[config.mk]
export PLATFORM = sky130hd
export DESIGN_NAME = issue_subsystem
export DESIGN_NICKNAME = d
export VERILOG_FILES = /design/src/common/issue_pkg.sv /design/src/issue_queue/issue_queue_int.sv /design/src/issue_queue/issue_queue_int_selector.sv /design/src/issue_queue/issue_slot_int.sv /design/src/rtl/busy_table.sv /design/src/rtl/issue_subsystem.sv
export VERILOG_INCLUDE_DIRS = /design/src /design/src/common
export SDC_FILE = /design/constraint.sdc
export NUM_CORES = 2
export LEC_CHECK = 0
export ABC_AREA = 1
export BUFFER_PORTS_ARGS = -buffer_cell sky130_fd_sc_hd__buf_2
export CAP_MARGIN = 20
export CELL_PAD_IN_SITES_DETAIL_PLACEMENT = 0
export CELL_PAD_IN_SITES_GLOBAL_PLACEMENT = 2
export CORE_ASPECT_RATIO = 0.6
export CORE_MARGIN = 5
export CORE_UTILIZATION = 37
export DETAILED_ROUTE_END_ITERATION = 16
export HOLD_SLACK_MARGIN = 0.12
export PLACE_DENSITY_LB_ADDON = 0.12
export SYNTH_ARGS = -nofsm -noshare
export SYNTH_HDL_FRONTEND = slang
export SYNTH_SLANG_ARGS = --single-unit
[constraint.sdc]
create_clock -name clock -period 12.1 [get_ports clock]
set_clock_uncertainty 0.1 [all_clocks]
set_input_delay 1.815 -clock clock [delete_from_list [all_inputs] [get_ports clock]]
set_output_delay 1.815 -clock clock [all_outputs]
set_load 0.02 [all_outputs]
[src/common/issue_macros.svh]
/*
 * issue stage sizing
 * tag widths and queue, dispatch, issue and writeback widths
 */
`ifndef ISSUE_MACROS_SVH
`define ISSUE_MACROS_SVH

// physical register tag, 64 registers
`define PRF_INDEX_SIZE 6

// integer issue queue slots
`define IQ_INT_SIZE 8

// micro-ops accepted from dispatch per cycle
`define DISPATCH_WIDTH 2

// pipes 0 and 1 for alu/branch, pipe 2 for mul/div
`define ISSUE_WIDTH_INT 3

// writeback ports clearing busy bits
`define WB_WIDTH 3

`endif

[src/common/issue_pkg.sv]
/*
 * issue stage types
 * micro-op layout, operand2 views and unit/source encodings
 */
`include "issue_macros.svh"

package issue_pkg;

  typedef enum logic [1:0] {
    FU_ALU  = 2'd0,
    FU_BR   = 2'd1,
    FU_IMUL = 2'd2,
    FU_IDIV = 2'd3
  } fu_code_t;

  // rs1 from an immediate reads as zero
  typedef enum logic {
    RS_FROM_RF  = 1'b0,
    RS_FROM_IMM = 1'b1
  } rs_source_t;

  // register view of the second operand word
  typedef struct packed {
    logic [11-`PRF_INDEX_SIZE:0] unused;
    logic [`PRF_INDEX_SIZE-1:0]  tag;
  } op2_reg_t;

  // same 12 bits, either a tag or an immediate
  typedef union packed {
    op2_reg_t    rf;
    logic [11:0] imm;
  } operand2_u;

  typedef struct packed {
    logic                       valid;
    fu_code_t                   fu_code;
    logic [`PRF_INDEX_SIZE-1:0] rd_prf;
    rs_source_t                 rs1_source;
    logic [`PRF_INDEX_SIZE-1:0] rs1_prf;
    rs_source_t                 rs2_source;
    operand2_u                  op2;
    logic [3:0]                 rob_tag;
  } micro_op_t;

endpackage

[src/issue_queue/issue_queue_int.sv]
/*
 * integer issue queue
 * eight slots, two-lane dispatch allocation, three issue pipes
 * pipes 0/1 take alu and branch ops, the last pipe takes mul/div
 */
`timescale 1ns/1ps
`include "issue_macros.svh"

module issue_queue_int (
  input  logic                                             clock,
  input  logic                                             rst,
  input  logic                                             flush,
  input  issue_pkg::micro_op_t [`DISPATCH_WIDTH-1:0]       dispatch_uop,
  input  logic [`IQ_INT_SIZE-1:0]                          rs1_busy,
  input  logic [`IQ_INT_SIZE-1:0]                          rs2_busy,
  output logic [`IQ_INT_SIZE-1:0][`PRF_INDEX_SIZE-1:0]     rs1_index,
  output logic [`IQ_INT_SIZE-1:0][`PRF_INDEX_SIZE-1:0]     rs2_index,
  output issue_pkg::micro_op_t [`ISSUE_WIDTH_INT-1:0]      issue_uop,
  output logic                                             iq_full,
  output logic [`DISPATCH_WIDTH-1:0]                       dispatch_accept
);

  localparam int IDX_W     = $clog2(`IQ_INT_SIZE);
  localparam int CNT_W     = IDX_W + 1;
  localparam int ALU_PIPES = `ISSUE_WIDTH_INT - 1;

  logic [CNT_W-1:0] free_count_q;
  logic [CNT_W-1:0] in_count;
  logic [CNT_W-1:0] out_count;

  logic [`IQ_INT_SIZE-1:0] free;
  logic [`IQ_INT_SIZE-1:0] ready;
  logic [`IQ_INT_SIZE-1:0] ready_alu_br;
  logic [`IQ_INT_SIZE-1:0] ready_mul_div;
  logic [`IQ_INT_SIZE-1:0] load;
  logic [`IQ_INT_SIZE-1:0] issue_clear;

  issue_pkg::micro_op_t [`IQ_INT_SIZE-1:0] uop_to_slot;
  issue_pkg::micro_op_t [`IQ_INT_SIZE-1:0] slot_uop;

  logic [`DISPATCH_WIDTH-1:0][IDX_W-1:0] in_sel;
  logic [`DISPATCH_WIDTH-1:0]            in_sel_valid;
  logic [ALU_PIPES-1:0][IDX_W-1:0]       alu_sel;
  logic [ALU_PIPES-1:0]                  alu_sel_valid;
  logic [0:0][IDX_W-1:0]                 md_sel;
  logic [0:0]                            md_sel_valid;

  // full means fewer free slots than dispatch lanes
  assign iq_full = free_count_q < CNT_W'(`DISPATCH_WIDTH);

  for (genvar k = 0; k < `IQ_INT_SIZE; k++) begin : g_slot
    issue_slot_int u_slot (
      .clock     (clock),
      .rst       (rst),
      .clear     (issue_clear[k] || flush),
      .load      (load[k]),
      .uop_in    (uop_to_slot[k]),
      .rs1_busy  (rs1_busy[k]),
      .rs2_busy  (rs2_busy[k]),
      .uop       (slot_uop[k]),
      .rs1_index (rs1_index[k]),
      .rs2_index (rs2_index[k]),
      .ready     (ready[k]),
      .free      (free[k])
    );

    assign ready_alu_br[k]  = ready[k] && (slot_uop[k].fu_code == issue_pkg::FU_ALU ||
                                           slot_uop[k].fu_code == issue_pkg::FU_BR);
    assign ready_mul_div[k] = ready[k] && (slot_uop[k].fu_code == issue_pkg::FU_IMUL ||
                                           slot_uop[k].fu_code == issue_pkg::FU_IDIV);
  end

  // lane i goes to the i-th lowest free slot
  issue_queue_int_selector #(.REQS(`DISPATCH_WIDTH), .WIDTH(`IQ_INT_SIZE)) u_in_sel (
    .ready     (free),
    .sel       (in_sel),
    .sel_valid (in_sel_valid)
  );

  for (genvar i = 0; i < `DISPATCH_WIDTH; i++) begin : g_accept
    assign dispatch_accept[i] = dispatch_uop[i].valid && !iq_full && !flush && in_sel_valid[i];
  end

  always_comb begin
    load        = '0;
    uop_to_slot = '0;
    in_count    = '0;
    for (int i = 0; i < `DISPATCH_WIDTH; i++) begin
      if (dispatch_accept[i]) begin
        load[in_sel[i]]        = 1'b1;
        uop_to_slot[in_sel[i]] = dispatch_uop[i];
        in_count               = in_count + 1'b1;
      end
    end
  end

  issue_queue_int_selector #(.REQS(ALU_PIPES), .WIDTH(`IQ_INT_SIZE)) u_alu_br_sel (
    .ready     (ready_alu_br),
    .sel       (alu_sel),
    .sel_valid (alu_sel_valid)
  );

  issue_queue_int_selector #(.REQS(1), .WIDTH(`IQ_INT_SIZE)) u_mul_div_sel (
    .ready     (ready_mul_div),
    .sel       (md_sel),
    .sel_valid (md_sel_valid)
  );

  // issued slots empty at the next edge, pipes never stall
  always_comb begin
    issue_uop   = '0;
    issue_clear = '0;
    out_count   = '0;
    for (int p = 0; p < ALU_PIPES; p++) begin
      if (alu_sel_valid[p]) begin
        issue_uop[p]         = slot_uop[alu_sel[p]];
        issue_clear[alu_sel[p]] = 1'b1;
        out_count            = out_count + 1'b1;
      end
    end
    if (md_sel_valid[0]) begin
      issue_uop[ALU_PIPES]   = slot_uop[md_sel[0]];
      issue_clear[md_sel[0]] = 1'b1;
      out_count              = out_count + 1'b1;
    end
  end

  always_ff @(posedge clock) begin
    if (rst || flush) begin
      free_count_q <= CNT_W'(`IQ_INT_SIZE);
    end else begin
      free_count_q <= free_count_q - in_count + out_count;
    end
  end

  // running count must track the slot valid bits
  a_free_count: assert property (@(posedge clock) disable iff (rst)
    free_count_q == CNT_W'($countones(free)));

endmodule

[src/issue_queue/issue_queue_int_selector.sv]
/*
 * issue queue selector
 * picks the REQS lowest set bits of a request vector, in order
 */
`timescale 1ns/1ps
`include "issue_macros.svh"

module issue_queue_int_selector #(
  parameter int REQS  = `DISPATCH_WIDTH,
  parameter int WIDTH = `IQ_INT_SIZE
) (
  input  logic [WIDTH-1:0]                    ready,
  output logic [REQS-1:0][$clog2(WIDTH)-1:0] sel,
  output logic [REQS-1:0]                     sel_valid
);

  always_comb begin
    logic [WIDTH-1:0] remaining;

    remaining = ready;
    for (int i = 0; i < REQS; i++) begin
      sel[i]       = '0;
      sel_valid[i] = 1'b0;
      // scan downward so the lowest set bit wins
      for (int j = WIDTH - 1; j >= 0; j--) begin
        if (remaining[j]) begin
          sel[i]       = ($clog2(WIDTH))'(j);
          sel_valid[i] = 1'b1;
        end
      end
      // mask off this pick for the next request
      if (sel_valid[i]) begin
        remaining[sel[i]] = 1'b0;
      end
    end
  end

endmodule

[src/issue_queue/issue_slot_int.sv]
/*
 * integer issue slot
 * holds one micro-op, exposes its source tags, reports ready and free
 */
`timescale 1ns/1ps
`include "issue_macros.svh"

module issue_slot_int (
  input  logic                       clock,
  input  logic                       rst,
  input  logic                       clear,
  input  logic                       load,
  input  issue_pkg::micro_op_t       uop_in,
  input  logic                       rs1_busy,
  input  logic                       rs2_busy,
  output issue_pkg::micro_op_t       uop,
  output logic [`PRF_INDEX_SIZE-1:0] rs1_index,
  output logic [`PRF_INDEX_SIZE-1:0] rs2_index,
  output logic                       ready,
  output logic                       free
);

  logic                 valid_q;
  issue_pkg::micro_op_t payload_q;

  always_ff @(posedge clock) begin
    if (rst || clear) begin
      valid_q <= 1'b0;
    end else if (load) begin
      valid_q <= uop_in.valid;
    end
  end

  // payload only moves on load
  always_ff @(posedge clock) begin
    if (load) begin
      payload_q <= uop_in;
    end
  end

  always_comb begin
    uop       = payload_q;
    uop.valid = valid_q;
  end

  // tag 0 stands for a non-register source
  assign rs1_index = (payload_q.rs1_source == issue_pkg::RS_FROM_RF) ? payload_q.rs1_prf : '0;
  assign rs2_index = (payload_q.rs2_source == issue_pkg::RS_FROM_RF) ?
                     payload_q.op2.rf.tag : '0;

  assign ready = valid_q && !rs1_busy && !rs2_busy;
  assign free  = !valid_q;

  // queue must never issue from a slot it is filling
  a_load_clear_excl: assert property (@(posedge clock) disable iff (rst) !(load && clear));

endmodule

[src/rtl/busy_table.sv]
/*
 * physical register busy table
 * set on dispatch, cleared on writeback, read per queue slot
 */
`timescale 1ns/1ps
`include "issue_macros.svh"

module busy_table (
  input  logic                                           clock,
  input  logic                                           rst,
  input  logic                                           flush,
  input  logic [`DISPATCH_WIDTH-1:0]                     set_valid,
  input  logic [`DISPATCH_WIDTH-1:0][`PRF_INDEX_SIZE-1:0] set_tag,
  input  logic [`WB_WIDTH-1:0]                           wb_valid,
  input  logic [`WB_WIDTH-1:0][`PRF_INDEX_SIZE-1:0]      wb_tag,
  input  logic [`IQ_INT_SIZE-1:0][`PRF_INDEX_SIZE-1:0]   rs1_index,
  input  logic [`IQ_INT_SIZE-1:0][`PRF_INDEX_SIZE-1:0]   rs2_index,
  output logic [`IQ_INT_SIZE-1:0]                        rs1_busy,
  output logic [`IQ_INT_SIZE-1:0]                        rs2_busy
);

  localparam int NUM_PRF = 1 << `PRF_INDEX_SIZE;

  logic [NUM_PRF-1:0] busy_q;
  logic [NUM_PRF-1:0] busy_next;

  always_comb begin
    busy_next = busy_q;
    for (int w = 0; w < `WB_WIDTH; w++) begin
      if (wb_valid[w]) begin
        busy_next[wb_tag[w]] = 1'b0;
      end
    end
    // a set on the same tag overrides writeback
    for (int d = 0; d < `DISPATCH_WIDTH; d++) begin
      if (set_valid[d]) begin
        busy_next[set_tag[d]] = 1'b1;
      end
    end
    busy_next[0] = 1'b0;
  end

  always_ff @(posedge clock) begin
    if (rst || flush) begin
      busy_q <= '0;
    end else begin
      busy_q <= busy_next;
    end
  end

  for (genvar k = 0; k < `IQ_INT_SIZE; k++) begin : g_read
    assign rs1_busy[k] = busy_q[rs1_index[k]];
    assign rs2_busy[k] = busy_q[rs2_index[k]];
  end

  // x0 is never a writeback target
  for (genvar w = 0; w < `WB_WIDTH; w++) begin : g_wb_chk
    a_wb_tag_nonzero: assert property (@(posedge clock) disable iff (rst)
      wb_valid[w] |-> wb_tag[w] != '0);
  end

endmodule

[src/rtl/issue_subsystem.sv]
/*
 * integer issue subsystem
 * joins the integer issue queue with the busy table
 */
`timescale 1ns/1ps
`include "issue_macros.svh"

module issue_subsystem (
  input  logic                                        clock,
  input  logic                                        rst,
  input  logic                                        flush,
  input  issue_pkg::micro_op_t [`DISPATCH_WIDTH-1:0]  dispatch_uop,
  input  logic [`WB_WIDTH-1:0]                        wb_valid,
  input  logic [`WB_WIDTH-1:0][`PRF_INDEX_SIZE-1:0]   wb_tag,
  output logic                                        iq_full,
  output issue_pkg::micro_op_t [`ISSUE_WIDTH_INT-1:0] issue_uop
);

  logic [`IQ_INT_SIZE-1:0][`PRF_INDEX_SIZE-1:0]    rs1_index;
  logic [`IQ_INT_SIZE-1:0][`PRF_INDEX_SIZE-1:0]    rs2_index;
  logic [`IQ_INT_SIZE-1:0]                         rs1_busy;
  logic [`IQ_INT_SIZE-1:0]                         rs2_busy;
  logic [`DISPATCH_WIDTH-1:0]                      dispatch_accept;
  logic [`DISPATCH_WIDTH-1:0][`PRF_INDEX_SIZE-1:0] set_tag;

  // destination tags of the dispatch lanes
  for (genvar i = 0; i < `DISPATCH_WIDTH; i++) begin : g_set_tag
    assign set_tag[i] = dispatch_uop[i].rd_prf;
  end

  issue_queue_int u_iq (
    .clock           (clock),
    .rst             (rst),
    .flush           (flush),
    .dispatch_uop    (dispatch_uop),
    .rs1_busy        (rs1_busy),
    .rs2_busy        (rs2_busy),
    .rs1_index       (rs1_index),
    .rs2_index       (rs2_index),
    .issue_uop       (issue_uop),
    .iq_full         (iq_full),
    .dispatch_accept (dispatch_accept)
  );

  // set only for lanes the queue took
  busy_table u_busy (
    .clock     (clock),
    .rst       (rst),
    .flush     (flush),
    .set_valid (dispatch_accept),
    .set_tag   (set_tag),
    .wb_valid  (wb_valid),
    .wb_tag    (wb_tag),
    .rs1_index (rs1_index),
    .rs2_index (rs2_index),
    .rs1_busy  (rs1_busy),
    .rs2_busy  (rs2_busy)
  );

endmodule

==> report_table.html <==
<table>
<tr><th>Metric</th><th>Value</th></tr>
<tr><th colspan="2">Synthesis</th></tr>
<tr><td>Portion of the post-synthesis area used by sequential elements</td><td>28.25%</td></tr>
<tr><td>Count of state elements after synthesis</td><td>331</td></tr>
<tr><td>Fraction of registers with async set or reset after synthesis</td><td>0%</td></tr>
<tr><td>Post-synthesis instance area</td><td>32530 um2</td></tr>
<tr><td>Post-synthesis cell type count</td><td>46</td></tr>
<tr><td>Most used flip-flop cell after synthesis</td><td>sky130_fd_sc_hd__edfxtp_1</td></tr>
<tr><td>Cell count after synthesis</td><td>5204</td></tr>
<tr><td>Synth warn</td><td>0</td></tr>
<tr><td>Number of flops mapped to enable cells by yosys</td><td>256</td></tr>
<tr><td>Syn avg cell area</td><td>6.250 um2</td></tr>
<tr><th colspan="2">Die</th></tr>
<tr><td>Chip width</td><td>392.8 um</td></tr>
<tr><td>Core Box Area</td><td>87340 um2</td></tr>
<tr><td>Number of top-level pins</td><td>190</td></tr>
<tr><td>Height of the die</td><td>239.7 um</td></tr>
<tr><td>Starting density of the core</td><td>37.24%</td></tr>
<tr><td>Die outline area</td><td>94130 um2</td></tr>
<tr><td>Cell row count</td><td>84</td></tr>
<tr><th colspan="2">Job</th></tr>
<tr><td>Number of max-cap violations</td><td>0</td></tr>
<tr><th colspan="2">Worst setup path</th></tr>
<tr><td>Required time of the worst setup path</td><td>10.18 ns</td></tr>
<tr><td>CP dominant cell by count</td><td>sky130_fd_sc_hd__nand2_1</td></tr>
<tr><td>Slowest library cell on the worst path</td><td>sky130_fd_sc_hd__clkinv_1</td></tr>
<tr><td>Arrival time of the worst setup path</td><td>8.52 ns</td></tr>
<tr><td>Type of element capturing the critical path</td><td>output port</td></tr>
<tr><td>Max stage delay on crit path</td><td>0.94 ns</td></tr>
<tr><td>FF-to-FF path depth</td><td>28</td></tr>
<tr><td>Startpoint class of the critical path</td><td>flop</td></tr>
<tr><td>Critical path class</td><td>flop to output port</td></tr>
<tr><td>Worst R2R Setup Slack</td><td>2.89 ns</td></tr>
<tr><td>Peak fanout along the critical path</td><td>35</td></tr>
<tr><th colspan="2">Clocking</th></tr>
<tr><td>CTS Sinks</td><td>331</td></tr>
<tr><td>CTS tree</td><td>built</td></tr>
<tr><td>Insertion delay to the later sink of the worst-skew pair</td><td>0.63 ns</td></tr>
<tr><td>Total clock buffers created by CTS</td><td>38</td></tr>
<tr><td>Clock edge transition at the registers on the reported setup and hold paths</td><td>0.06 ns</td></tr>
<tr><td>Number of post-CTS setup repair buffers</td><td>0</td></tr>
<tr><td>CTS root buffer</td><td>sky130_fd_sc_hd__clkbuf_16</td></tr>
<tr><td>Maximum count of clock buffers along a single path</td><td>3</td></tr>
<tr><td>CTS HTree Levels</td><td>2</td></tr>
<tr><td>Post-CTS sizing</td><td>0</td></tr>
<tr><td>Number of hold buffers added after cts</td><td>0</td></tr>
<tr><th colspan="2">Power and ir drop</th></tr>
<tr><td>Combinational share of power</td><td>15.2%</td></tr>
<tr><td>Maximum ir drop on the vdd rail</td><td>99.66 uV</td></tr>
<tr><td>Clock share of power</td><td>41.1%</td></tr>
<tr><td>PnR Total Power</td><td>0.002906 W</td></tr>
<tr><td>Switching Share</td><td>31.85%</td></tr>
<tr><td>Internal Pwr Total</td><td>0.001981 W</td></tr>
<tr><td>Seq pwr share</td><td>43.7%</td></tr>
<tr><td>Ratio of total power to cell area</td><td>81.66 nW/um2</td></tr>
<tr><td>Switching Power</td><td>0.0009257 W</td></tr>
<tr><td>Leakage Power</td><td>14.88 nW</td></tr>
<tr><th colspan="2">Global route</th></tr>
<tr><td>Global-route wire length before repair</td><td>290800 um</td></tr>
<tr><td>Number of antenna violations at the first check in global routing</td><td>11</td></tr>
<tr><td>Number of global-route vias before repair</td><td>36990</td></tr>
<tr><td>GR Overflow Total</td><td>0</td></tr>
<tr><td>GRT Total Usage</td><td>43.14%</td></tr>
<tr><td>Maximum number of pins on one net before global-route repair</td><td>75</td></tr>
<tr><th colspan="2">Placed design</th></tr>
<tr><td>Global placer's final weighted congestion</td><td>1.038</td></tr>
<tr><td>HPWL after DPL</td><td>148800 um</td></tr>
<tr><td>Area post-placement</td><td>34300 um2</td></tr>
<tr><td>Placement-stage worst setup slack</td><td>3.028 ns</td></tr>
<tr><td>Cell total after placement</td><td>6282</td></tr>
<tr><td>Port-buffer cells</td><td>187</td></tr>
<tr><th colspan="2">Timing</th></tr>
<tr><td>Final worst path period share</td><td>86.20%</td></tr>
<tr><td>Time the worst path needs with I/O delays and setup</td><td>10.43 ns</td></tr>
<tr><td>Setup TNS after final layout</td><td>0 ns</td></tr>
<tr><td>Hold violation count in the final report</td><td>0</td></tr>
<tr><td>Number of setup violations in the final report</td><td>0</td></tr>
<tr><td>FMAX</td><td>95.87 MHz</td></tr>
<tr><td>RSZ-0062 raised after global routing</td><td>no</td></tr>
<tr><td>Measured slew at the worst slew-check pin</td><td>1.287 ns</td></tr>
<tr><td>Worst setup margin</td><td>1.670 ns</td></tr>
<tr><td>Relative max-transition margin</td><td>14.09%</td></tr>
<tr><td>Count of final max-slew check failures</td><td>0</td></tr>
<tr><th colspan="2">Finish</th></tr>
<tr><td>Most common cell after layout, fill and taps aside</td><td>sky130_fd_sc_hd__nand2_1</td></tr>
<tr><td>Share of cells above drive strength 1</td><td>9.206%</td></tr>
<tr><td>Final instance count without filler cells</td><td>6357</td></tr>
<tr><td># nets final</td><td>5263</td></tr>
<tr><td>Leading cell types in the layout, fill and taps excluded</td><td>sky130_fd_sc_hd__nand2_1, sky130_fd_sc_hd__nand3_1, sky130_fd_sc_hd__o21ai_0</td></tr>
<tr><td>Filler cell count</td><td>9536</td></tr>
<tr><td>Synth-to-layout area growth</td><td>9.428%</td></tr>
<tr><td>Final design instance area without fill</td><td>35590 um2</td></tr>
<tr><th colspan="2">Route</th></tr>
<tr><td>Routed wire length</td><td>212100 um</td></tr>
<tr><td>Total DRC errors in the routed layout</td><td>0</td></tr>
<tr><td>Antenna-violating nets left</td><td>0</td></tr>
<tr><td>Count of routing violations after the opening detailed-route iteration</td><td>9038</td></tr>
<tr><td>Number of iterations in the first detailed-routing pass</td><td>9</td></tr>
<tr><td>Drt via density</td><td>6.669</td></tr>
<tr><td>Total number of vias</td><td>42400</td></tr>
<tr><td>Wirelength per Cell</td><td>33.36 um</td></tr>
<tr><th colspan="2">Worst hold path</th></tr>
<tr><td>Hold Path Stages</td><td>2</td></tr>
<tr><td>Class of the tightest hold or removal check</td><td>flop to flop</td></tr>
<tr><th colspan="2">Run status</th></tr>
<tr><td>Result of the run</td><td>finished, final reports clean</td></tr>
</table>
## worst max-delay path: cells and delay by family (launching register included)
kind,cells,cell delay [ns]
flip-flops,1,0.87
AND/OR/NAND/NOR,18,4.37
AO/OA/AOI/OAI,1,0.11
buffers and inverters,6,2.46
## per-stage QoR
step	hold slack, ns	util, %
global route	0.5236	40.74
detailed placement	0.4511	39.27
floorplan	0.4082	-
global placement	0.4498	39.22
CTS	0.4612	40.68
finish	0.4681	40.75
## layout make-up
cell class                 instances  area [um2]  share of cell area, %
timing repair buffer             323        2024                  5.688
tap                             1161        1453                  4.081
clock inverter                    20       215.2                 0.6046
clock buffer                      49        1012                  2.844
multi-input combinational       3920       19630                  55.15
sequential                       331        9189                  25.82
antenna                            4       10.01                0.02812
inverter                         549        2061                  5.790
## power by group through the flow
stage | Combinational (W) | Clock (W) | Sequential, W
floorplan | 0.000258 | 0 | 0.00128
global placement | 0.000421 | 0 | 0.00129
detailed placement | 0.000419 | 0 | 0.00129
CTS | 0.000421 | 0.00120 | 0.00127
global route | 0.000471 | 0.00124 | 0.00127
finish | 0.000442 | 0.00120 | 0.00127
## synthesized netlist by cell type (27+ instances only)
library cell                instances  area (um2)
sky130_fd_sc_hd__nand2_1         1141        4283
sky130_fd_sc_hd__a211oi_1          27       202.7
sky130_fd_sc_hd__inv_1            480        1802
sky130_fd_sc_hd__clkbuf_1         228       855.8
sky130_fd_sc_hd__nor3_1            57       285.3
sky130_fd_sc_hd__o31ai_1           30       225.2
sky130_fd_sc_hd__dfxtp_1           75        1501
sky130_fd_sc_hd__edfxtp_1         256        7687
sky130_fd_sc_hd__nand3_1          573        2868
sky130_fd_sc_hd__a31oi_1           60       375.4
sky130_fd_sc_hd__nand4_1          133       832.1
sky130_fd_sc_hd__o221ai_1          34       297.8
sky130_fd_sc_hd__o2111ai_1         42       367.9
sky130_fd_sc_hd__o21ai_0          511        2557
sky130_fd_sc_hd__a21oi_1          343        1717
sky130_fd_sc_hd__o211ai_1         231        1734
sky130_fd_sc_hd__nor2_1           417        1565
sky130_fd_sc_hd__buf_2            157       785.8
sky130_fd_sc_hd__clkinv_1          34       127.6
sky130_fd_sc_hd__nand3b_1          43       322.8
sky130_fd_sc_hd__o22ai_1          169        1057
sky130_fd_sc_hd__inv_2             35       131.4
## flip-flops by register name (all words and copies together) (netlist names)
| name | count |
|---|---|
| u_iq.g_slot.u_slot.uop | 256 |
| u_iq.free_count_q | 4 |
| u_iq.g_slot.u_slot.valid_q | 8 |
| u_busy.busy_q | 63 |
## path summary, 6_finish.rpt
kind,from,end
max reg2reg,u_busy.busy_q[40],u_iq.free_count_q[3]
min,u_iq.g_slot[1].u_slot.valid_q,u_iq.g_slot[1].u_slot.valid_q
max,u_busy.busy_q[40],issue_uop[39]
min reg2reg,u_iq.g_slot[1].u_slot.valid_q,u_iq.g_slot[1].u_slot.valid_q
## routing by layer
metal / vias to the layer above / track usage, % / routed length (um)
met4: 20 / 15.37 / 8893
met2: 3786 / 53.66 / 76460
met5: - / 0.4040 / 237
met1: 19920 / 63.44 / 88140
li1: 18120 / - / -
met3: 543 / 19.95 / 38350
## cells by family (layout without fill, tap and decap cells)
logic type	after synthesis	after routing	synth area share, %
other	1	6	0.01153
buffers and inverters	954	941	11.80
and+or+nand+nor	2423	2423	32.49
AOI/OAI and AO/OA	1482	1482	26.93
DFF	331	331	28.25
adders and majority gates	10	10	0.4309
xor gates and xnor gates	3	3	0.08080
No activity file was read; power rests on OpenSTA's default activity.
